--- config.mk ---
export PLATFORM = sky130hd
export DESIGN_NAME = sfir_systolic_element
export DESIGN_NICKNAME = d
export VERILOG_FILES = /design/src/hdl/sfir_pkg.sv /design/src/hdl/sfir_systolic_element.sv
export SDC_FILE = /design/constraint.sdc
export NUM_CORES = 1
export LEC_CHECK = 0
export CAP_MARGIN = 5
export CORE_UTILIZATION = 35
export CTS_CLUSTER_SIZE = 8
export DETAILED_ROUTE_END_ITERATION = 8
export DONT_BUFFER_PORTS = 1
export GPL_ROUTABILITY_DRIVEN = 1
export PLACE_DENSITY = 0.56
export SLEW_MARGIN = 15
export SYNTH_ARGS = -nofsm -noshare
export SYNTH_HDL_FRONTEND = slang
export SYNTH_SLANG_ARGS = --single-unit
--- constraint.sdc ---
create_clock -name clk_i -period 8.4 [get_ports clk_i]
set_input_delay 0.84 -clock clk_i [delete_from_list [all_inputs] [get_ports clk_i]]
set_output_delay 0.84 -clock clk_i [all_outputs]
set_load 0.02 [all_outputs]
--- src/hdl/sfir_pkg.sv ---
package sfir_pkg;

    // ~~~~~~~~~~~~~~~~~~~~
    // Filter sizes
    // ~~~~~~~~~~~~~~~~~~~~
    localparam int TAP_NUM         = 8;                  // Systolic elements, 16 taps.
    localparam int DATA_WIDTH      = 16;
    localparam int COEF_WIDTH      = 16;
    localparam int PREADD_WIDTH    = DATA_WIDTH + 1;
    localparam int PROD_WIDTH      = PREADD_WIDTH + COEF_WIDTH;
    localparam int ACC_WIDTH       = PROD_WIDTH + $clog2(TAP_NUM);
    localparam int FIR_LATENCY     = TAP_NUM + 3;        // Steps until first contribution.
    localparam int COEF_ADDR_WIDTH = 3;

    // Mirror line spans all 16 taps. Primed line counts steps until the pipeline is full.
    localparam int SAMPLE_DELAY = 2 * TAP_NUM;
    localparam int PRIMED_DELAY = FIR_LATENCY + 2 * TAP_NUM - 1;

    typedef logic [$clog2(SAMPLE_DELAY)-1:0] sample_sel_t;
    typedef logic [$clog2(PRIMED_DELAY)-1:0] primed_sel_t;

    localparam sample_sel_t SAMPLE_SEL = sample_sel_t'(SAMPLE_DELAY - 1);
    localparam primed_sel_t PRIMED_SEL = primed_sel_t'(PRIMED_DELAY - 1);

    // ~~~~~~~~~~~~~~~~~~~~
    // Coefficients
    // ~~~~~~~~~~~~~~~~~~~~
    typedef logic signed [COEF_WIDTH-1:0] coef_t;
    typedef coef_t [0:TAP_NUM-1] coef_bank_t;

    // Low-pass half, outer taps first.
    localparam coef_bank_t COEF_INIT = {
        coef_t'(-21), coef_t'(-48), coef_t'(-37), coef_t'(72),
        coef_t'(310), coef_t'(655), coef_t'(1004), coef_t'(1232)
    };

    // ~~~~~~~~~~~~~~~~~~~~
    // Payloads
    // ~~~~~~~~~~~~~~~~~~~~
    typedef struct packed {
        logic signed [DATA_WIDTH-1:0] data;
    } sample_t;

    typedef struct packed {
        logic                        primed;  // Pipeline was full.
        logic signed [ACC_WIDTH-1:0] sum;
    } fir_result_t;

    typedef struct packed {
        logic [COEF_ADDR_WIDTH-1:0] addr;
        coef_t                      coef;
    } coef_wr_t;

endpackage

--- src/hdl/sfir_systolic_element.sv ---
`timescale 1ns/1ns

module sfir_systolic_element
    import sfir_pkg::*;
(
    input  logic                        clk_i,
    input  logic                        en_i,
    input  logic signed [COEF_WIDTH-1:0] coeff_i,
    input  sample_t                     data_i,
    input  sample_t                     dataz_i,
    input  logic signed [ACC_WIDTH-1:0] casc_i,
    output sample_t                     cascdata_o,
    output logic signed [ACC_WIDTH-1:0] casc_o
);

    sample_t                         fwd_q;
    sample_t                         fwd_qq;
    sample_t                         mirror_q;
    logic signed [PREADD_WIDTH-1:0]  preadd_q;
    logic signed [PROD_WIDTH-1:0]    prod_q;

    // ~~~~~~~~~~~~~~~~~~~~
    // Forward and mirror
    // ~~~~~~~~~~~~~~~~~~~~
    always_ff @(posedge clk_i) begin
        if (en_i) begin
            fwd_q    <= data_i;
            fwd_qq   <= fwd_q;     // Two steps per element.
            mirror_q <= dataz_i;
        end
    end

    assign cascdata_o = fwd_qq;

    // ~~~~~~~~~~~~~~~~~~~~
    // Arithmetic
    // ~~~~~~~~~~~~~~~~~~~~
    always_ff @(posedge clk_i) begin
        if (en_i) begin
            preadd_q <= PREADD_WIDTH'(fwd_qq.data) + PREADD_WIDTH'(mirror_q.data);
            prod_q   <= PROD_WIDTH'(preadd_q) * PROD_WIDTH'(coeff_i);
            casc_o   <= casc_i + ACC_WIDTH'(prod_q);
        end
    end

endmodule

# ---- Word-level counts from Yosys, hierarchy flattened
# Cells that the tools add are included.
dict set report op_classes {
  n_mul 1
  n_addsub 2
}
# cell n
set op_table {}
lappend op_table {{adder 36 x 33 -> 36 bit} 1}
lappend op_table {{multiplier 17 x 16 -> 33 bit} 1}
lappend op_table {{adder 16 x 16 -> 17 bit} 1}
dict set report totals {
  elab_cells 9
  reg_bits 134
  output_inout_bits 52
  in_bits 86
}

# ---- Depth between registers and ports, before layout
# Gate-level depths: netlist of the first run.
dict set report logic_depth {
  word_depth 1
  mapped_depth 24
  depth_no_buf 23
}

# ---- Least setup slack after synthesis of the first run
# No wires, ideal clock.
dict set report synth_path {
  path_type {input to register}
  start {in coeff_i[2]}
  end {reg prod_q[32], data pin}
  path_buffers 1
  slack_ps 1854
  setup_ps 260
  required_ps 8140
  path_stages 20
  arrival_time_ps 6286
  path_cell_list {clkbuf_1 > nand2_1 > fa_1 > inv_1 > fa_1 > fa_1 > fa_1 > fa_1 > inv_1 > fa_1 > inv_1 > ha_1 > a21o_1 > a21oi_1 > o211ai_1 > a21o_1 > a31oi_1 > o21ai_0 > a21oi_1 > xnor2_1}
}
dict set report synth_via {
  elab_chain_len 1
}
# element line_no
set synth_lines {}
lappend synth_lines {{from (decl)} sfir_systolic_element.sv:8} ;# input logic signed [COEF_WIDTH-1:0] coeff_i,
lappend synth_lines {{multiplier 17 x 16 -> 33 bit} sfir_systolic_element.sv:41} ;# prod_q <= PROD_WIDTH'(preadd_q) * PROD_WIDTH'(coeff_i);
lappend synth_lines {{to (signal assigned)} sfir_systolic_element.sv:41}
lappend synth_lines {{to (decl)} sfir_systolic_element.sv:20} ;# logic signed [PROD_WIDTH-1:0] prod_q;
# Every way passes these cells.
# A chain may end at the register's enable or synchronous reset.

# ---- Worst setup path in the final report of the first run
dict set report layout_path {
  start {reg preadd_q[16]}
  end {reg prod_q[32], data pin}
}
dict set report layout_via {
  elab_chain_len 1
}
# element line_no
set layout_lines {}
lappend layout_lines {{from (decl)} sfir_systolic_element.sv:19} ;# logic signed [PREADD_WIDTH-1:0] preadd_q;
lappend layout_lines {{from (signal assigned)} sfir_systolic_element.sv:40} ;# preadd_q <= PREADD_WIDTH'(fwd_qq.data) + PREADD_WIDTH'(mirror_q.data);
lappend layout_lines {{multiplier 17 x 16 -> 33 bit} sfir_systolic_element.sv:41}
# Every way passes these cells.

==> summary.md, run 1 <==
| Metric | Value |
|---|---|
| Cts repair resizes | 0 |
| Synth cell types | just over 60 |
| Post-synth EDFFs | 134 |
| Initial antenna violation count | 0 |
| Max cap viols | 0 |
| WL/cell | around 16 um |
| Ys flop type | edfxtp_1 |
| Worst slew margin | between 50% and 60% |
| Width of the die | 221.1 um |
| CP cell instances | nand2_1 > fa_1 > inv_1 > fa_1 > fa_1 > fa_1 > fa_1 > inv_1 > fa_1 > inv_1 > ha_1 > a21o_1 > a21oi_1 > o211ai_1 > a21o_1 > a31oi_1 > o21ai_0 > a21oi_1 > xnor2_1 |
| Setup slack, reg-to-reg | 1.70 ns |
| CP startpoint | preadd_q[16]$_DFFE_PP_ |
| Antenna fix cells | 0 |
| Synth async-reset ratio | 0% |
| H-tree Lvls | 4 |
| Global Route Usage Sum | approximately 16% |
| Arr. time, crit path | 6.89 ns |
| Clk Latency, worst-skew pair | 0.46 ns |
| Fill cell count | 4,558 |
| Number of setup buffers added after CTS | 0 |
| Final Routed Wirelength | 35,620 um |
| Mapped Area | 16,800 um^2 |
| Largest net degree at the start of global routing | 135 |
| Ratio of cells with drive above 1 in the final layout | 2.795% |
| RSZ-0062 raised after global routing | no |
| Root Buffer Master | clkbuf_16 |
| Die area | just under 50,000 um^2 |
| Vias per cell | 4.792 |
| TNS Setup | 0 ns |
| R2R Path Start | preadd_q[16]$_DFFE_PP_ |
| Area growth, synth to finish | 7.573% |
| Placed insts | 2,185 |
| DRC Markers | 0 |
| Worst Path Buf+Inv | 3 |
| HP Class | reg2reg |
| Slowest cell delay on critical path | 0.86 ns |
| TritonCTS Buffers | 17 |
| WS Path Type | reg2reg |
| Vias | 10,620 |
| Post-DP HPWL | 29,610 um |
| Port buffer count | 0 |
| Drt first pass iters | 5 |
| Die span in y | 221.1 um |
| DRT iter0 DRCs | 524 |
| Total grt overflow | 0 |
| Most frequent CP cell | fa_1 |
| Worst path slowest cell | fa_1 |
| Clk_skew | just over 0.008 ns |
| Post-CTS Hold Fix Bufs | 0 |
| Register area share after synthesis | around a quarter |
| Run status | complete, no violations |
| Starting Density | 35.79% |
| Top delay family on crit path | adder cells |
| Io pins | 138 |
| Setup crit start kind | register |
| Clk slew on worst S/H paths | 0.06 ns |
| Slew of the pin with the lowest slew margin | 0.7141 ns |
| R2R depth | 19 |
| FMAX | about 0.15 GHz |
| CTS tree | yes |
| CP Depth | 19 |
| Final setup violation count | 0 |
| CP Capture Type | register |
| CP required | approximately 8.6 ns |
| GR Util met3 | 3.970% |
| Met1 Track Usage GR | around a fifth |
| Placement Rows | 79 |
| First-pass GRT wire length | 60,020 um |
| ANT nets after route | 0 |
| Area of the core | 46,950 um^2 |
| Crit path time final | between 6 and 7 ns |
| Critical path capture point | prod_q[32]$_DFFE_PP_ |
| Number of synthesized register bits | between 100 and 150 |
| Nets | 2,096 |
| GP Congestion | 0.8579 |
| Synthesized Nets | between 2,000 and 2,500 |
| Max FO, Critical Path | 16 |
| Synth warnings | 0 |
| Syn Inst Count | 1,623 |
| Post-route insts no fill | 2,217 |
| Syn Area/Cell | around 10 um^2 |
| Max Slew Vio Count | 0 |
| CTS max path bufs | 2 |
| Final worst path period share | between 70% and 80% |
| Met2 usage in global routing | about 25% |
| GRT busiest layer | met2 |
| Hold Violations, Final | 0 |
| Vias in the first global route | 11,570 |
| Clock Sinks | 134 |
| RR Endpoint | prod_q[32]$_DFFE_PP_ |
worst min path at each step:
stage	startpoint	end	slack, ns	cells after the start
after floorplan	fwd_q[0]$_DFFE_PP_	cascdata_o[0]$_DFFE_PP_	0.40	0
after global placement	fwd_q[2]$_DFFE_PP_	cascdata_o[2]$_DFFE_PP_	0.40	0
after detailed placement	fwd_q[12]$_DFFE_PP_	cascdata_o[12]$_DFFE_PP_	0.40	0
after CTS	fwd_q[12]$_DFFE_PP_	cascdata_o[12]$_DFFE_PP_	0.42	0
after global routing	fwd_q[11]$_DFFE_PP_	cascdata_o[11]$_DFFE_PP_	0.42	0
final	fwd_q[12]$_DFFE_PP_	cascdata_o[12]$_DFFE_PP_	0.41	0
synthesized netlist by cell type, types with 5 or more instances:
master	count	area, um^2
a211oi_1	9	67.56
a21o_1	33	247.7
a21oi_1	57	285.3
a31oi_1	7	43.79
and2_1	120	750.7
and3_1	5	31.28
clkbuf_1	43	161.4
edfxtp_1	134	4024
fa_1	278	5565
ha_1	135	1689
inv_1	331	1242
nand2_1	175	656.9
nand2b_1	12	75.07
nand3_1	12	60.06
nor2_1	50	187.7
nor2b_1	6	37.54
nor3_1	22	110.1
o211ai_1	6	45.04
o21a_1	10	75.07
o21ai_0	27	135.1
o21bai_1	12	90.09
xnor2_1	59	516.8
xor2_1	18	157.7
cell families after synthesis:
logic type	count (synthesis)	share of synthesized area [%]
muxes	1	0.05957
adders and majority gates	413	43.17
buffers and inverters	376	8.414
xor gates and xnor gates	77	4.013
and+or+nand+nor	419	12.06
DFF	134	23.95
AOI/OAI and AO/OA	203	8.340
layout make-up:
| class | instances | area (um^2) | area share [%] |
|---|---|---|---|
| multi-input cells | 1113 | 11370 | 62.88 |
| flip-flops and latches | 134 | 4024 | 22.26 |
| inverters | 331 | 1242 | 6.873 |
| well taps | 607 | 759.5 | 4.202 |
| clock buffers | 18 | 429.2 | 2.374 |
| clock inverters | 14 | 255.2 | 1.412 |
placed cells by master (no fill, tap or decap), drive strengths merged, types with 3 or more instances in the layout:
master  count
o211ai      6
nand2b     12
and2      120
fa        278
a311oi      3
ha        135
a31oi       7
a211o       3
xnor2      59
edfxtp    134
clkbuf     18
o21bai     12
nand3b      3
nand3      12
nand4       4
o21ai      33
xor2       18
inv       331
clkinv      5
nand2     175
a21oi      59
a211oi     11
a21o       33
bufinv      7
nor2b       6
or3         3
and3        5
or2         3
nor3       22
o21a       10
nor2       50
flip-flops by register name, indices dropped and copies added (netlist names):
register and count:
casc_o 36, prod_q 33, preadd_q 17, cascdata_o 16, fwd_q 16, mirror_q 16
through the flow:
| stage | worst slack, ns | utilization (%) | hold WS [ns] | area [um^2] |
|---|---|---|---|---|
| global placement | 1.730 | 37.04 | 0.4003 | 17390 |
| global route | 1.329 | 38.50 | 0.4250 | 18080 |
| detailed placement | 1.640 | 37.04 | 0.4045 | 17390 |
| CTS | 1.662 | 38.50 | 0.4173 | 18080 |
| finish | 1.700 | 38.50 | 0.4147 | 18080 |
| floorplan | 1.854 | - | 0.4003 | 16800 |
per-layer routing:
layer,up-vias,share of wire (%)
met5,-,0
met2,206,47
li1,5101,-
met4,0,2.0
met3,31,5.0
met1,5285,46
Power of run 1 is left out: the tool's default activity adds up to more than one toggle a clock period on the data nets, which glitch-free logic cannot reach.
==> run 2, diff against run 1 <==
- PLACE_DENSITY: 0.56 -> 0.58
- clock period: 8.4 -> 6.05 ns (I/O delays scaled with it)
==> summary.md, run 2 (synthesis gave the netlist of run 1 again) <==
| Metric | Value |
|---|---|
| Run status | complete, no violations |
| Port buffer count | 0 (unchanged) |
| Vias | 10,960 (+3.1%) |
| TritonCTS Buffers | 17 (unchanged) |
| Area growth, synth to finish | 10.89% |
| Starting Density | 35.79% (unchanged) |
| Slew of the pin with the lowest slew margin | 0.6234 ns (-0.09066 ns) |
| Commonest non-fill, non-tap cell in the layout | inv_1 |
| Ratio of cells with drive above 1 in the final layout | 7.049% (+4.3 points) |
| CP Capture Type | register |
| WS Path Type | reg2reg |
| Post-DP HPWL | 30,880 um (+4.3%) |
| Initial antenna violation count | 0 (unchanged) |
| Global Route Usage Sum | 16.17% (+0.56 points) |
| Area of the core | 46,950 um^2 (unchanged) |
| Total grt overflow | 0 (unchanged) |
| CTS max path bufs | 2 (unchanged) |
| Io pins | 138 (unchanged) |
| Slowest cell delay on critical path | 0.57 ns (-0.29 ns) |
| Max Slew Vio Count | 0 (unchanged) |
| FMAX | 0.1705 GHz (+14%) |
| Highest-count cells in the layout ignoring fill and taps | inv_1 (331), fa_1 (277), nand2_1 (174) |
| Root Buffer Master | clkbuf_16 |
| Max FO, Critical Path | 8 (-8) |
| Worst slew margin | 58.44% (+6.0 points) |
| Largest register FFs | 36 (unchanged) |
| Setup crit start kind | register |
| Final setup violation count | 0 (unchanged) |
| GP Congestion | 0.9001 (+4.9%) |
| Final Routed Wirelength | 37,380 um (+4.9%) |
| Nets | 2,160 (+3.1%) |
| Total area of sequential cells | 4024 um^2 (unchanged) |
| Largest registers | casc_o x36, prod_q x33, preadd_q x17 |
| Crit path time final | 5.866 ns (-0.8348 ns) |
| Largest net degree at the start of global routing | 135 (unchanged) |
| CP cell instances | and2_1 > fa_1 > inv_1 > fa_1 > fa_1 > inv_1 > fa_1 > fa_1 > inv_1 > fa_1 > inv_1 > ha_1 > and3_1 > a32oi_1 > o211ai_1 > buf_4 > a31oi_4 > buf_4 > o21bai_4 > xor2_1 |
| DRC Markers | 0 (unchanged) |
| Final worst path period share | 96.95% (+17 points) |
| Clk Latency, worst-skew pair | 0.47 ns (about the same) |
| Vias per cell | 4.803 (+0.23%) |
| Largest Register | casc_o |
| CTS tree | yes |
| Clk_skew | 0.01660 ns (+0.008539 ns) |
| Placement Rows | 79 (unchanged) |
| Worst path slowest cell | edfxtp_1 |
| Post-CTS Hold Fix Bufs | 0 (unchanged) |
| Clock Sinks | 134 (unchanged) |
| Max cap viols | 0 (unchanged) |
| First-pass GRT wire length | 62,080 um (+3.4%) |
| Hold Violations, Final | 0 (unchanged) |
| Die area | 48,890 um^2 (unchanged) |
| DRT iter0 DRCs | 635 (+21%) |
| Clk slew on worst S/H paths | 0.06 ns (about the same) |
| HP Class | in2reg |
| Drt first pass iters | 5 (unchanged) |
| Die span in y | 221.1 um (unchanged) |
| Vias in the first global route | 11,620 (+0.40%) |
| Arr. time, crit path | 6.08 ns (-0.81 ns) |
| Fill cell count | 4,482 (-1.7%) |
| Antenna fix cells | 0 (unchanged) |
| H-tree Lvls | 4 (unchanged) |
| ANT nets after route | 0 (unchanged) |
| Width of the die | 221.1 um (unchanged) |
| WL/cell | 16.39 um (+2.0%) |
| TNS Setup | 0 ns (unchanged) |
| CP required | 6.26 ns (-2.33 ns) |
| Multi-input gate area | 11,460 um^2 (+0.80%) |
| Most frequent CP cell | fa_1 |
-- run 2: cell types whose count changed in the layout (fill, tap and decap cells not counted), moves of 3 or more --
cell	previous run	this run
buf_4	0	54
buf_6	0	6
ha_1	135	132
bufinv_16	7	4
ha_4	0	3
buf_12	0	3
-- run 2: worst max-delay path, delay by kind of cell, from the launching register on --
family                     cells  cell delay (ns)
adders and majority gates      7             3.27
and+or+nand+nor                2             0.48
xor gates and xnor gates       1             0.13
AOI/OAI and AO/OA              4             0.63
buffers and inverters          6             0.52
DFF                            1             0.57
-- run 2: per-stage QoR --
stage                     utilization [%]  std cells  setup slack [ns]  hold slack [ns]  cell area, um^2
after floorplan                         -       1623           0.01181           0.4003            16820
after global placement              37.92       2234           0.06424           0.4005            17810
after detailed placement            37.92       2234          -0.01163           0.4045            17810
after CTS                           39.28       2269           0.01916           0.1885            18440
after global routing                39.69       2281          -0.01286           0.1950            18630
final                               39.69       2281            0.1844           0.2279            18630
-- run 2: final timing paths --
check,slack (ns),end,start,cells after the start
max,0.18,prod_q[30]$_DFFE_PP_,preadd_q[14]$_DFFE_PP_,20
min,0.23,fwd_q[0]$_DFFE_PP_,data_i[0],0
max reg2reg,0.18,prod_q[30]$_DFFE_PP_,preadd_q[14]$_DFFE_PP_,20
min reg2reg,0.41,cascdata_o[13]$_DFFE_PP_,fwd_q[13]$_DFFE_PP_,0
-- run 2: cell type report --
class | instances | area share, %
multi-input cells | 1113 | 61.49
flip-flops and latches | 134 | 21.59
inverters | 331 | 6.668
well taps | 607 | 4.076
repair buffers | 64 | 2.887
clock buffers | 18 | 2.303
clock inverters | 14 | 0.9870
-- run 2: timing repair --
action	in CTS	in global routing
endpoints found under the setup margin	2	9
pin swaps	0	16
gates resized for setup	0	18
setup buffers	3	12
endpoints found under the hold margin	0	0
-- run 2: routing by layer --
layer,GRT usage (%),share of wire [%],up-vias
li1,-,-,5224
met1,21.29,47,5432
met2,25.84,46,250
met3,4.382,5.6,49
met4,5.098,1.9,0
met5,0,0,-
Power of run 2 is left out for the same reason.
