$ cat src/hdl/sfir_pkg.sv
package sfir_pkg;

    // ~~~~~~~~~~~~~~~~~~~~
    // Filter sizes
    // ~~~~~~~~~~~~~~~~~~~~
    localparam int TAP_NUM         = 8;                  // Systolic elements, 16 taps.
    localparam int DATA_WIDTH      = 16;
    localparam int COEF_WIDTH      = 16;
    localparam int PREADD_WIDTH    = DATA_WIDTH + 1;
    localparam int PROD_WIDTH      = PREADD_WIDTH + COEF_WIDTH;
    localparam int ACC_WIDTH       = PROD_WIDTH + $clog2(TAP_NUM);
    localparam int FIR_LATENCY     = TAP_NUM + 3;        // Steps until first contribution.
    localparam int COEF_ADDR_WIDTH = 3;

    // Mirror line spans all 16 taps. Primed line counts steps until the pipeline is full.
    localparam int SAMPLE_DELAY = 2 * TAP_NUM;
    localparam int PRIMED_DELAY = FIR_LATENCY + 2 * TAP_NUM - 1;

    typedef logic [$clog2(SAMPLE_DELAY)-1:0] sample_sel_t;
    typedef logic [$clog2(PRIMED_DELAY)-1:0] primed_sel_t;

    localparam sample_sel_t SAMPLE_SEL = sample_sel_t'(SAMPLE_DELAY - 1);
    localparam primed_sel_t PRIMED_SEL = primed_sel_t'(PRIMED_DELAY - 1);

    // ~~~~~~~~~~~~~~~~~~~~
    // Coefficients
    // ~~~~~~~~~~~~~~~~~~~~
    typedef logic signed [COEF_WIDTH-1:0] coef_t;
    typedef coef_t [0:TAP_NUM-1] coef_bank_t;

    // Low-pass half, outer taps first.
    localparam coef_bank_t COEF_INIT = {
        coef_t'(-21), coef_t'(-48), coef_t'(-37), coef_t'(72),
        coef_t'(310), coef_t'(655), coef_t'(1004), coef_t'(1232)
    };

    // ~~~~~~~~~~~~~~~~~~~~
    // Payloads
    // ~~~~~~~~~~~~~~~~~~~~
    typedef struct packed {
        logic signed [DATA_WIDTH-1:0] data;
    } sample_t;

    typedef struct packed {
        logic                        primed;  // Pipeline was full.
        logic signed [ACC_WIDTH-1:0] sum;
    } fir_result_t;

    typedef struct packed {
        logic [COEF_ADDR_WIDTH-1:0] addr;
        coef_t                      coef;
    } coef_wr_t;

endpackage

$ cat src/hdl/sfir_coef_regs.sv
`timescale 1ns/1ns

module sfir_coef_regs
    import sfir_pkg::*;
(
    input  logic       clk_i,
    input  logic       rst_i,
    input  logic       cfg_req_i,
    input  coef_wr_t   cfg_i,
    output logic       cfg_ack_o,
    output coef_bank_t coef_o
);

    // ~~~~~~~~~~~~~~~~~~~~
    // Bank and handshake
    // ~~~~~~~~~~~~~~~~~~~~
    always_ff @(posedge clk_i) begin
        if (rst_i) begin
            coef_o    <= COEF_INIT;
            cfg_ack_o <= 1'b0;
        end else begin
            if (cfg_req_i && !cfg_ack_o) begin
                // One write per exchange, seen by the next step.
                coef_o[cfg_i.addr] <= cfg_i.coef;
                cfg_ack_o          <= 1'b1;
            end else if (!cfg_req_i) begin
                cfg_ack_o <= 1'b0;         // Return to zero.
            end
        end
    end

    // Requester keeps req and data steady until ack answers.
    cfg_held: assert property (
        @(posedge clk_i) disable iff (rst_i)
        cfg_req_i && !cfg_ack_o |=> cfg_req_i && $stable(cfg_i)
    );

endmodule

$ cat config.mk
export PLATFORM = sky130hd
export DESIGN_NAME = sfir_coef_regs
export DESIGN_NICKNAME = d
export VERILOG_FILES = /design/src/hdl/sfir_pkg.sv /design/src/hdl/sfir_coef_regs.sv
export SDC_FILE = /design/constraint.sdc
export NUM_CORES = 1
export LEC_CHECK = 0
export ABC_AREA = 1
export BUFFER_PORTS_ARGS = -buffer_cell sky130_fd_sc_hd__buf_2
export CAP_MARGIN = 20
export CORE_AREA = 2 2 113 115
export DETAILED_ROUTE_END_ITERATION = 16
export DIE_AREA = 0 0 115 117
export GPL_ROUTABILITY_DRIVEN = 0
export PLACE_DENSITY = 0.66
export SLEW_MARGIN = 20
export SYNTH_ARGS = -nofsm -noshare
export SYNTH_HDL_FRONTEND = slang
export SYNTH_SLANG_ARGS = --single-unit
$ cat constraint.sdc
create_clock -name clk_i -period 1.6 [get_ports clk_i]
set_input_delay 0.24 -clock clk_i [delete_from_list [all_inputs] [get_ports clk_i]]
set_output_delay 0.24 -clock clk_i [all_outputs]
set_load 0.02 [all_outputs]
Word-level counts from Yosys, hierarchy flattened
Index checks and enable logic that the tools add are counted.
{ "word_totals": {"in_bits": 22, "ff_bits": 129, "elab_cells": 21, "out_inout_bits": 129} }
{ "classes": {"bitwise": 1, "n_eq_ne": 1, "reduce_logical": 3, "mux": 5, "order_cmp": 2} }
{ "op_table": {"columns": ["cell", "count"], "rows": [
  ["bitwise mux 128 bit", 1],
  ["demux 16 bit (select 3 bit)", 1],
  ["2-to-1 mux 16 bit", 1],
  [">= comparator 4 bit (second input constant)", 1],
  ["< comparator 4 x 1 -> 1 bit (second input constant)", 1],
  ["inverter 3 -> 4 bit", 1],
  ["logical AND 1 bit", 2],
  ["2-to-1 mux 1 bit", 2],
  ["!= test 2 x 1 -> 1 bit (second input constant)", 1],
  ["logical NOT 1 bit", 1]
]} }

Depth between registers and ports, before layout
Gate-level depths: netlist of the first run.
{ "logic_depth": {"ltp_word": 6, "ltp_mapped": 8, "ltp_nobuf": 7} }

Worst setup path after synthesis of the first run
Ideal clock, no wire load.
{ "synth_path": {"path_kind": "register to register", "from": "register cfg_ack_o", "to": "register coef_o[113] (netlist name)", "synth_period_minus_slack_ns": 1.320, "path_stages_with_launch": 8, "arrival_ns": 1.191, "required_time_ns": 1.470, "n_path_buf": 1, "setup_time_ns": 0.130, "slack_ns": 0.280, "cell_sequence": "dfxtp_1 inv_1 nand2_1 nor2_2 nand2_1 buf_2 nand2_1 nand3_1"} }
{ "synth_between": {"elab_chain_len": 2} }
{ "synth_rtl": {"columns": ["element", "line_no", "source"], "rows": [
  ["start, declared", "sfir_coef_regs.sv:10", "output logic cfg_ack_o,"],
  ["start signal, assigned", "sfir_coef_regs.sv:20", "cfg_ack_o <= 1'b0;"],
  ["start signal, assigned", "sfir_coef_regs.sv:25", "cfg_ack_o <= 1'b1;"],
  ["start signal, assigned", "sfir_coef_regs.sv:27", "cfg_ack_o <= 1'b0;"],
  ["logical NOT 1 bit", "sfir_coef_regs.sv:22", "if (cfg_req_i && !cfg_ack_o) begin"],
  ["logical AND 1 bit", "sfir_coef_regs.sv:22", null],
  ["end signal, assigned by index", "sfir_coef_regs.sv:24", "coef_o[cfg_i.addr] <= cfg_i.coef;"],
  ["end, declared", "sfir_coef_regs.sv:11", "output coef_bank_t coef_o"]
]} }
Every way passes these cells.
A chain may end at the register's enable or synchronous reset.

Final worst setup path of the first run
Ends and elaborated chain as after synthesis.

==> impl_metrics.yaml, run 1 <==
outcome:
  outcome: "finished, final reports clean"
pwr:
  power.static_leakage_uw: 0.003161
  powerDensity_mw_per_mm2: 1215
  worst_ir_drop_vdd_v: 0.0005737
route:
  drt_iter0_markers: 375
  remaining_drc_errors: 0
  first_pass_iters: 5
  viasPerCell: 4.661
  detailroute.via_count: 4563
  wl_per_cell_um: 14.55
  finalWirelength_mm: 14.25
  ant_nets: 0
setup_path:
  crit_fanout: 14
  cp-end-kind: "register"
  worstPathArrival_ps: 1720
  timing.critical_path.required_ps: 1900
  setup.worst_path.class: "reg -> reg"
  critical_path.startpoint_type: "register"
floorplan:
  die_h_um: 117
  die-area_mm2: 0.01346
  chip_width_um: 115
  rows: 41
  core_mm2: 0.01231
  pin_count: 151
  floorplan.initialDensity: 0.3904
yosys:
  synth_xor_area_frac: 0
  yosysSeqAreaShare: 0.5372
  yosys-mux-area-fraction: 0
  ys_ff_latch: 129
  synth.area.top_cells: "sky130_fd_sc_hd__dfxtp_1 54%, sky130_fd_sc_hd__nand2_1 19%, sky130_fd_sc_hd__nor2_1 10%, sky130_fd_sc_hd__nand3_1 9.2%, sky130_fd_sc_hd__inv_1 2.0%"
  async_sr_flop_fraction: 0
  synth_flop_type: "sky130_fd_sc_hd__dfxtp_1"
  synth_compound_gate_area_share: 0
  syn-instance-count: 665
  synth_largest_area_cell: "sky130_fd_sc_hd__dfxtp_1"
  netlist_area_mm2: 0.004807
  synth_common_cells: "244 x sky130_fd_sc_hd__nand2_1, 134 x sky130_fd_sc_hd__nor2_1, 129 x sky130_fd_sc_hd__dfxtp_1"
  combinational_family_with_the_most_area_after_synthesis: "simple AND/OR/NAND/NOR gates"
  synthDominantCellAreaShare: 0.5372
  yosys.area_share.simple: 0.4055
  total_number_of_yosys_warnings: 0
  synth.distinct_cells: 15
  yosys.area_share.adder: 0
  synth-edff-count: 0
  syn_area_per_cell_um2: 7.229
  postSynthNetCount: 687
  synth.most_common_cell: "sky130_fd_sc_hd__nand2_1"
global_routing:
  groute.layer.met3.usage: 0.07467
  grt_overflow_total: 0
  met1_usage: 0.2977
  grt_max_degree: 36
  grt_first_pass_wirelength_mm: 21.71
  grt_pass1_vias: 3969
  number_of_antenna_violations_at_the_first_check_in_global_routing: 1
  global_route.peak_usage_layer: "met2"
  gr-usage-met2: 0.3239
  grt_util_all_layers: 0.2172
clock_tree:
  post_cts_resize_count: 0
  clock_tree.root_cell: "sky130_fd_sc_hd__clkbuf_16"
  clk_pin_slew_worst_paths_ps: 50
  post-cts-setup-buffers: 0
  total_clock_sinks: 129
  cts_tree: "built"
  htree_levels: 4
  cts_made_buffers: 17
  clock_insertion_delay_worst_skew_ps: 410
  cts.path.max_buffers: 2
timing:
  fin_crit_period_ps: 1421
  setup_repair_after_global_routing_missed_its_margin: "yes"
  setup_violators_final: 0
  slew_headroom: 0.6823
  hold-worst-slack_ps: 73.44
  clock.fmax_mhz: 703.7
  timing.clock.skew_ps: 11.78
  setup_slack_ps: 179.0
  min_period_over_period: 0.8881
  worst_pin_slew_ps: 475.4
  final-hold-violation-count: 0
  maxSlewViolCount: 0
flow_run:
  maxCapViolations: 0
hold_path:
  holdCritPathClass: "in -> reg"
placed_design:
  place_ws_ps: 180.0
  numPortBuffers: 150
  post-dp-hpwl_mm: 9.862
finish:
  num-nets-final: 838
  area_delta_synth_final_pct: 31.44
  post_route_cells_drive_above_1_share: 0.2440
-- cell families after synthesis --
| logic type | Yosys count |
|---|---|
| simple gates | 475 |
| flops | 129 |
| buf+inv | 61 |
-- critical path: stages (launching register included) --
cell and delay (ps):
sky130_fd_sc_hd__dfxtp_1 310, sky130_fd_sc_hd__inv_1 90, sky130_fd_sc_hd__nand2_1 90, sky130_fd_sc_hd__nor2_2 210, sky130_fd_sc_hd__nand2_1 360, sky130_fd_sc_hd__nand2_1 160, sky130_fd_sc_hd__nand3_1 80
-- per-layer routing --
metal	share of wire	routed length, µm
met3	0.069	982
met2	0.44	6264
met4	0.012	174
met1	0.48	6826
met5	0	0
-- area by class of cell --
cell class	count	area, µm²
Multi-Input combinational cell	475	1952
Tap cell	150	187.7
Clock buffer	24	461.7
Sequential cell	129	2582
Antenna cell	1	2.502
Fill cell	1239	5993
Inverter	28	106.4
Timing Repair Buffer	165	940.9
Clock inverter	7	85.08
-- state kept, by name, indices dropped and copies added (netlist names) --
name	count
cfg_ack_o	1
coef_o	128
-- final timing paths --
path / start / endpoint / slack, ps / cells past startpoint
worst min-delay path: cfg_req_i / cfg_ack_o / 70 / 3
worst max-delay path: cfg_ack_o / coef_o[113] / 180 / 6
worst min register to register: coef_o[35] / coef_o[35] / 450 / 2
worst max register to register: cfg_ack_o / coef_o[113] / 180 / 6
-- placed cells by master (no fill, tap or decap) --
| master | netlist | layout |
|---|---|---|
| sky130_fd_sc_hd__clkbuf_8 | 0 | 1 |
| sky130_fd_sc_hd__inv_1 | 26 | 25 |
| sky130_fd_sc_hd__clkbuf_1 | 13 | 6 |
| sky130_fd_sc_hd__clkinv_2 | 0 | 6 |
| sky130_fd_sc_hd__inv_2 | 2 | 2 |
| sky130_fd_sc_hd__dlygate4sd3_1 | 0 | 1 |
| sky130_fd_sc_hd__nand2_2 | 1 | 1 |
| sky130_fd_sc_hd__nor2_1 | 134 | 133 |
| sky130_fd_sc_hd__dfxtp_1 | 129 | 129 |
| sky130_fd_sc_hd__nor2_4 | 6 | 6 |
| sky130_fd_sc_hd__nand3_2 | 1 | 1 |
| sky130_fd_sc_hd__buf_2 | 10 | 150 |
| sky130_fd_sc_hd__nand2_1 | 244 | 244 |
| sky130_fd_sc_hd__clkbuf_16 | 0 | 17 |
| sky130_fd_sc_hd__diode_2 | 0 | 1 |
| sky130_fd_sc_hd__nor2_2 | 1 | 2 |
| sky130_fd_sc_hd__bufinv_16 | 0 | 2 |
| sky130_fd_sc_hd__nand3_1 | 88 | 88 |
| sky130_fd_sc_hd__buf_12 | 0 | 6 |
| sky130_fd_sc_hd__buf_4 | 7 | 8 |
-- power by group --
group	switching [µW]	total [µW]	internal, µW
sequential	51.7	3370	3320
combinational	482	697	215
clock	1310	3620	2310
-- metrics by stage --
| stage | instance area, µm² | power (µW) | utilization | setup TNS [ps] | instances |
|---|---|---|---|---|---|
| floorplan | 4807 | 3847 | - | 0 | 665 |
| global placement | 5759 | 4125 | 0.4678 | 0 | 946 |
| detailed placement | 5759 | 4129 | 0.4678 | 0 | 946 |
| CTS | 6316 | 7736 | 0.5130 | 0 | 978 |
| global route | 6316 | 7992 | 0.5130 | -0.6120 | 978 |
| finish | 6319 | 7680 | 0.5132 | 0 | 979 |
-- timing repair --
action	4_1_cts	5_1_grt
hold endpoints to repair	1	0
endpoints found under the setup margin	0	1
hold buffers	1	0
No activity file was read; power rests on OpenSTA's default activity.
==> run 2: changes to the inputs <==
- RECOVER_POWER: default -> 50
==> impl_metrics.yaml, run 2 (synthesized netlist as in run 1, its figures left out) <==
finish:
  layout.cells.most_common: "sky130_fd_sc_hd__nand2_1"
  area_delta_synth_final_pct: 28.66
  top_register: "coef_o"
  post_route_cells_drive_above_1_share: 0.1147
  mostFrequentLayoutCells: "244 x sky130_fd_sc_hd__nand2_1, 133 x sky130_fd_sc_hd__nor2_1, 129 x sky130_fd_sc_hd__dfxtp_1"
  layout_top_registers: "coef_o x128, cfg_ack_o x1"
  largest_register_ffs: 128
  fin_cells: 979
  final_design_area_no_fill_mm2: 0.006185
  num-nets-final: 838
floorplan:
  pin_count: 151
  chip_width_um: 115
  rows: 41
  floorplan.initialDensity: 0.3904
  die-area_mm2: 0.01346
  core_mm2: 0.01231
  die_h_um: 117
timing:
  timing.clock.skew_ps: 9.238
  fin_crit_period_ps: 1428
  worst_pin_slew_ps: 478.4
  setup_slack_ps: 172.2
  clock.fmax_mhz: 700.4
  slew_headroom: 0.6803
  setup_violators_final: 0
  maxSlewViolCount: 0
  final-hold-violation-count: 0
  setup_repair_after_global_routing_missed_its_margin: "yes"
  min_period_over_period: 0.8924
placed_design:
  place_ws_ps: 180.0
  number_of_placed_cells_counting_well_taps: 946
  post-dp-hpwl_mm: 9.862
  numPortBuffers: 150
  detailed_place.area_mm2: 0.005759
setup_path:
  crit_fanout: 14
  critPathMaxStageDelay_ps: 360
  worstPathCellList: "inv_1, nand2_1, nor2_2, nand2_1, nand2_1, nand3_1"
  cp-end-kind: "register"
  cpMaxStageDelayCell: "sky130_fd_sc_hd__nand2_1"
  worstPathArrival_ps: 1720
  setup.worst_path.class: "reg -> reg"
  critical_path.startpoint_type: "register"
  critical_path.most_common_cell: "sky130_fd_sc_hd__nand2_1"
  timing.critical_path.required_ps: 1900
route:
  finalWirelength_mm: 14.28
  remaining_drc_errors: 0
  first_pass_iters: 5
  viasPerCell: 4.646
  detailroute.via_count: 4548
  ant_nets: 0
  wl_per_cell_um: 14.59
  drt_iter0_markers: 399
clock_tree:
  clk_pin_slew_worst_paths_ps: 50
  htree_levels: 4
  cts_made_buffers: 17
  clock_tree.root_cell: "sky130_fd_sc_hd__clkbuf_16"
  total_clock_sinks: 129
  post_cts_resize_count: 0
  clock_insertion_delay_worst_skew_ps: 410
  cts.path.max_buffers: 2
  cts_tree: "built"
pwr:
  p_clk_frac: 0.472
  worst_ir_drop_vdd_v: 0.0005738
  power_report.internal_total_uw: 5816
  powerDensity_mw_per_mm2: 1240
  power_spent_charging_and_discharging_nets_uw: 1852
  total_power_uw: 7668
  pwr-share-comb: 0.088
  p_seq_frac: 0.439
  swShare: 0.2415
  power.static_leakage_uw: 0.002847
global_routing:
  grt_overflow_total: 0
  grt_pass1_vias: 3969
  number_of_antenna_violations_at_the_first_check_in_global_routing: 1
  grt_util_all_layers: 0.2172
  grt_first_pass_wirelength_mm: 21.71
  grt_max_degree: 36
outcome:
  outcome: "finished, final reports clean"
hold_path:
  holdCritPathClass: "in -> reg"
flow_run:
  maxCapViolations: 0
[run 2: changes by cell type in the layout (fill, tap and decap cells not counted)]
cell / delta
sky130_fd_sc_hd__buf_2: -107
sky130_fd_sc_hd__clkbuf_1: +107
[run 2: timing repair]
item	in CTS	in global routing
setup buffers	0	0
hold buffers	1	0
hold endpoints to repair	1	0
setup endpoints to repair	0	1
[run 2: final timing paths]
path | start | endpoint | slack, ps | depth (start not counted)
setup / recovery | cfg_ack_o | coef_o[113] | 170 | 6
hold / removal | cfg_req_i | cfg_ack_o | 80 | 3
setup reg to reg | cfg_ack_o | coef_o[113] | 170 | 6
hold reg to reg | coef_o[35] | coef_o[35] | 460 | 2
[run 2: power groups by stage]
stage / combinational [µW] / clock, µW / sequential, µW
6_report: 676 / 3620 / 3370
5_1_grt: 746 / 3850 / 3380
4_1_cts: 700 / 3670 / 3370
3_5_place_dp: 696 / 0 / 3430
3_3_place_gp: 693 / 0 / 3430
2_1_floorplan: 297 / 0 / 3550
[run 2: worst max-delay path, delay by kind of cell (launching register included)]
kind / cells / cell delay (ps)
DFF: 1 / 310
and+or+nand+nor: 5 / 900
buffers and inverters: 1 / 90
[run 2: routing by layer]
metal / vias to the layer above / GRT usage / share of wire
met5: - / 0 / 0
li1: 2362 / - / -
met4: 0 / 0.06747 / 0.012
met2: 144 / 0.3239 / 0.44
met3: 11 / 0.07467 / 0.067
met1: 2031 / 0.2977 / 0.48
[run 2: layout make-up]
class                      instances  area (µm²)
clock buffer                      24       461.7
sequential                       129        2582
clock inverter                     7       85.08
timing repair buffer             165       807.0
multi-input combinational        475        1952
fill                            1304        6127
tap                              150       187.7
antenna                            1       2.502
inverter                          28       106.4
[run 2: metrics by stage]
step,setup TNS [ps],hold WS [ps],util
after global routing,-0.6117,73.43,0.5021
after detailed placement,0,433.4,0.4678
after floorplan,0,311.2,-
after CTS,0,66.25,0.5130
after global placement,0,432.8,0.4678
final,0,76.42,0.5023
==> run 3: changes to the inputs <==
- PLACE_DENSITY: 0.66 -> 0.69
- clock period: 1.6 -> 1.3 ns (I/O delays scaled with it)
==> impl_metrics.yaml, run 3 (synthesized netlist as in run 1, its figures left out) <==
outcome:
  outcome: "finished, final reports clean"
setup_path:
  critPathMaxStageDelay_ps: 330
  crit_fanout: 2
  timing.critical_path.required_ps: 1110
  crit_family: "flip-flops"
  critical_path.startpoint_type: "register"
  setup.worst_path.class: "reg -> out"
  worstPathArrival_ps: 1030
  cp_num_buf_inv: 1
  worstPathCellList: "clkbuf_1"
  cpMaxStageDelayCell: "sky130_fd_sc_hd__dfxtp_1"
  cp-end-kind: "output port"
timing:
  fin_crit_period_ps: 1224
  timing.clock.skew_ps: 4.331
  worst_pin_slew_ps: 384.7
  setup_violators_final: 0
  setup_tns_ps: 0
  maxSlewViolCount: 0
  final-hold-violation-count: 0
  min_period_over_period: 0.9412
  clock.fmax_mhz: 817.3
  setup_repair_after_global_routing_missed_its_margin: "yes"
  slew_headroom: 0.7433
placed_design:
  numPortBuffers: 150
  number_of_placed_cells_counting_well_taps: 953
  detailed_place.area_mm2: 0.005856
  post-dp-hpwl_mm: 9.822
route:
  viasPerCell: 4.676
  detailroute.via_count: 4625
  wl_per_cell_um: 14.66
  remaining_drc_errors: 0
  finalWirelength_mm: 14.50
  ant_nets: 0
  drt_iter0_markers: 383
  first_pass_iters: 5
clock_tree:
  cts.path.max_buffers: 2
  total_clock_sinks: 129
  clock_tree.root_cell: "sky130_fd_sc_hd__clkbuf_16"
  cts_tree: "built"
  cts_made_buffers: 17
  clock_insertion_delay_worst_skew_ps: 400
  clk_pin_slew_worst_paths_ps: 60
  htree_levels: 4
floorplan:
  die_h_um: 117
  die-area_mm2: 0.01346
  core_mm2: 0.01231
  chip_width_um: 115
  floorplan.initialDensity: 0.3904
  rows: 41
  pin_count: 151
finish:
  layout_top_registers: "coef_o x128, cfg_ack_o x1"
  area_delta_synth_final_pct: 32.35
  largest_register_ffs: 128
  fin_cells: 989
  filler_cell_count: 1292
  layout.cells.most_common: "sky130_fd_sc_hd__nand2_1"
  multi_input_area_mm2: 0.001979
  top_register: "coef_o"
  num-nets-final: 848
  post_route_cells_drive_above_1_share: 0.1192
  post-route-util: 0.5168
  final-seq-area_mm2: 0.002582
  antenna_cells: 0
  final_design_area_no_fill_mm2: 0.006362
  mostFrequentLayoutCells: "242 x sky130_fd_sc_hd__nand2_1, 133 x sky130_fd_sc_hd__nor2_1, 129 x sky130_fd_sc_hd__dfxtp_1"
pwr:
  powerDensity_mw_per_mm2: 1540
  worst_ir_drop_vdd_v: 0.0007691
  power.static_leakage_uw: 0.002916
global_routing:
  number_of_antenna_violations_at_the_first_check_in_global_routing: 1
  grt_first_pass_wirelength_mm: 21.62
  grt_util_all_layers: 0.2162
  grt_max_degree: 45
  grt_pass1_vias: 3947
  grt_overflow_total: 0
hold_path:
  holdCritPathClass: "in -> reg"
flow_run:
  maxCapViolations: 0
-- run 3: cell types whose count changed in the layout (fill, tap and decap cells not counted), sizes merged --
cell,before,now
buf,57,53
bufinv,2,3
clkbuf,131,143
clkinv,6,5
clkinvlp,0,2
diode,1,0
inv,27,28
-- run 3: repair_timing --
action / CTS / global route
pin swaps: 0 / 1
endpoints found under the hold margin: 1 / 0
resized for setup: 1 / 6
setup buffers: 0 / 3
setup endpoints to repair: 1 / 59
hold buffers: 1 / 0
-- run 3: per-stage QoR --
stage,hold slack [ps],total power (µW),worst slack [ps]
2_1_floorplan,266.2,4736,27.08
3_3_place_gp,420.6,5097,52.68
3_5_place_dp,417.2,5105,12.80
4_1_cts,35.97,9890,8.976
5_1_grt,57.82,10130,-23.06
6_report,60.87,9795,76.42
-- run 3: worst paths after layout --
| path | startpoint | end | slack (ps) | cells past startpoint |
|---|---|---|---|---|
| max | coef_o[70] | coef_o[70] | 80 | 1 |
| min | cfg_i[15] | coef_o[95] | 60 | 3 |
| max reg2reg | cfg_ack_o | coef_o[60] | 90 | 7 |
| min reg2reg | coef_o[92] | coef_o[92] | 450 | 2 |
-- run 3: final cells by class --
cell class	instances	share of cell area
clock inverter	10	0.02104
inverter	28	0.01691
timing repair buffer	175	0.1426
multi-input combinational	475	0.3111
clock buffer	22	0.07296
tap	150	0.02950
sequential	129	0.4059
-- run 3: layer usage --
metal / GRT usage / vias up / wire length [µm]
met5: 0 / - / 0
met4: 0.06667 / 0 / 172
met2: 0.3341 / 164 / 6546
met3: 0.06849 / 14 / 990
met1: 0.2904 / 2067 / 6789
li1: - / 2380 / -
-- run 3: where the power goes --
group	internal [µW]	total, µW	switching [µW]
Combinational	257	869	612
Sequential	4080	4140	64.9
Clock	3110	4780	1680
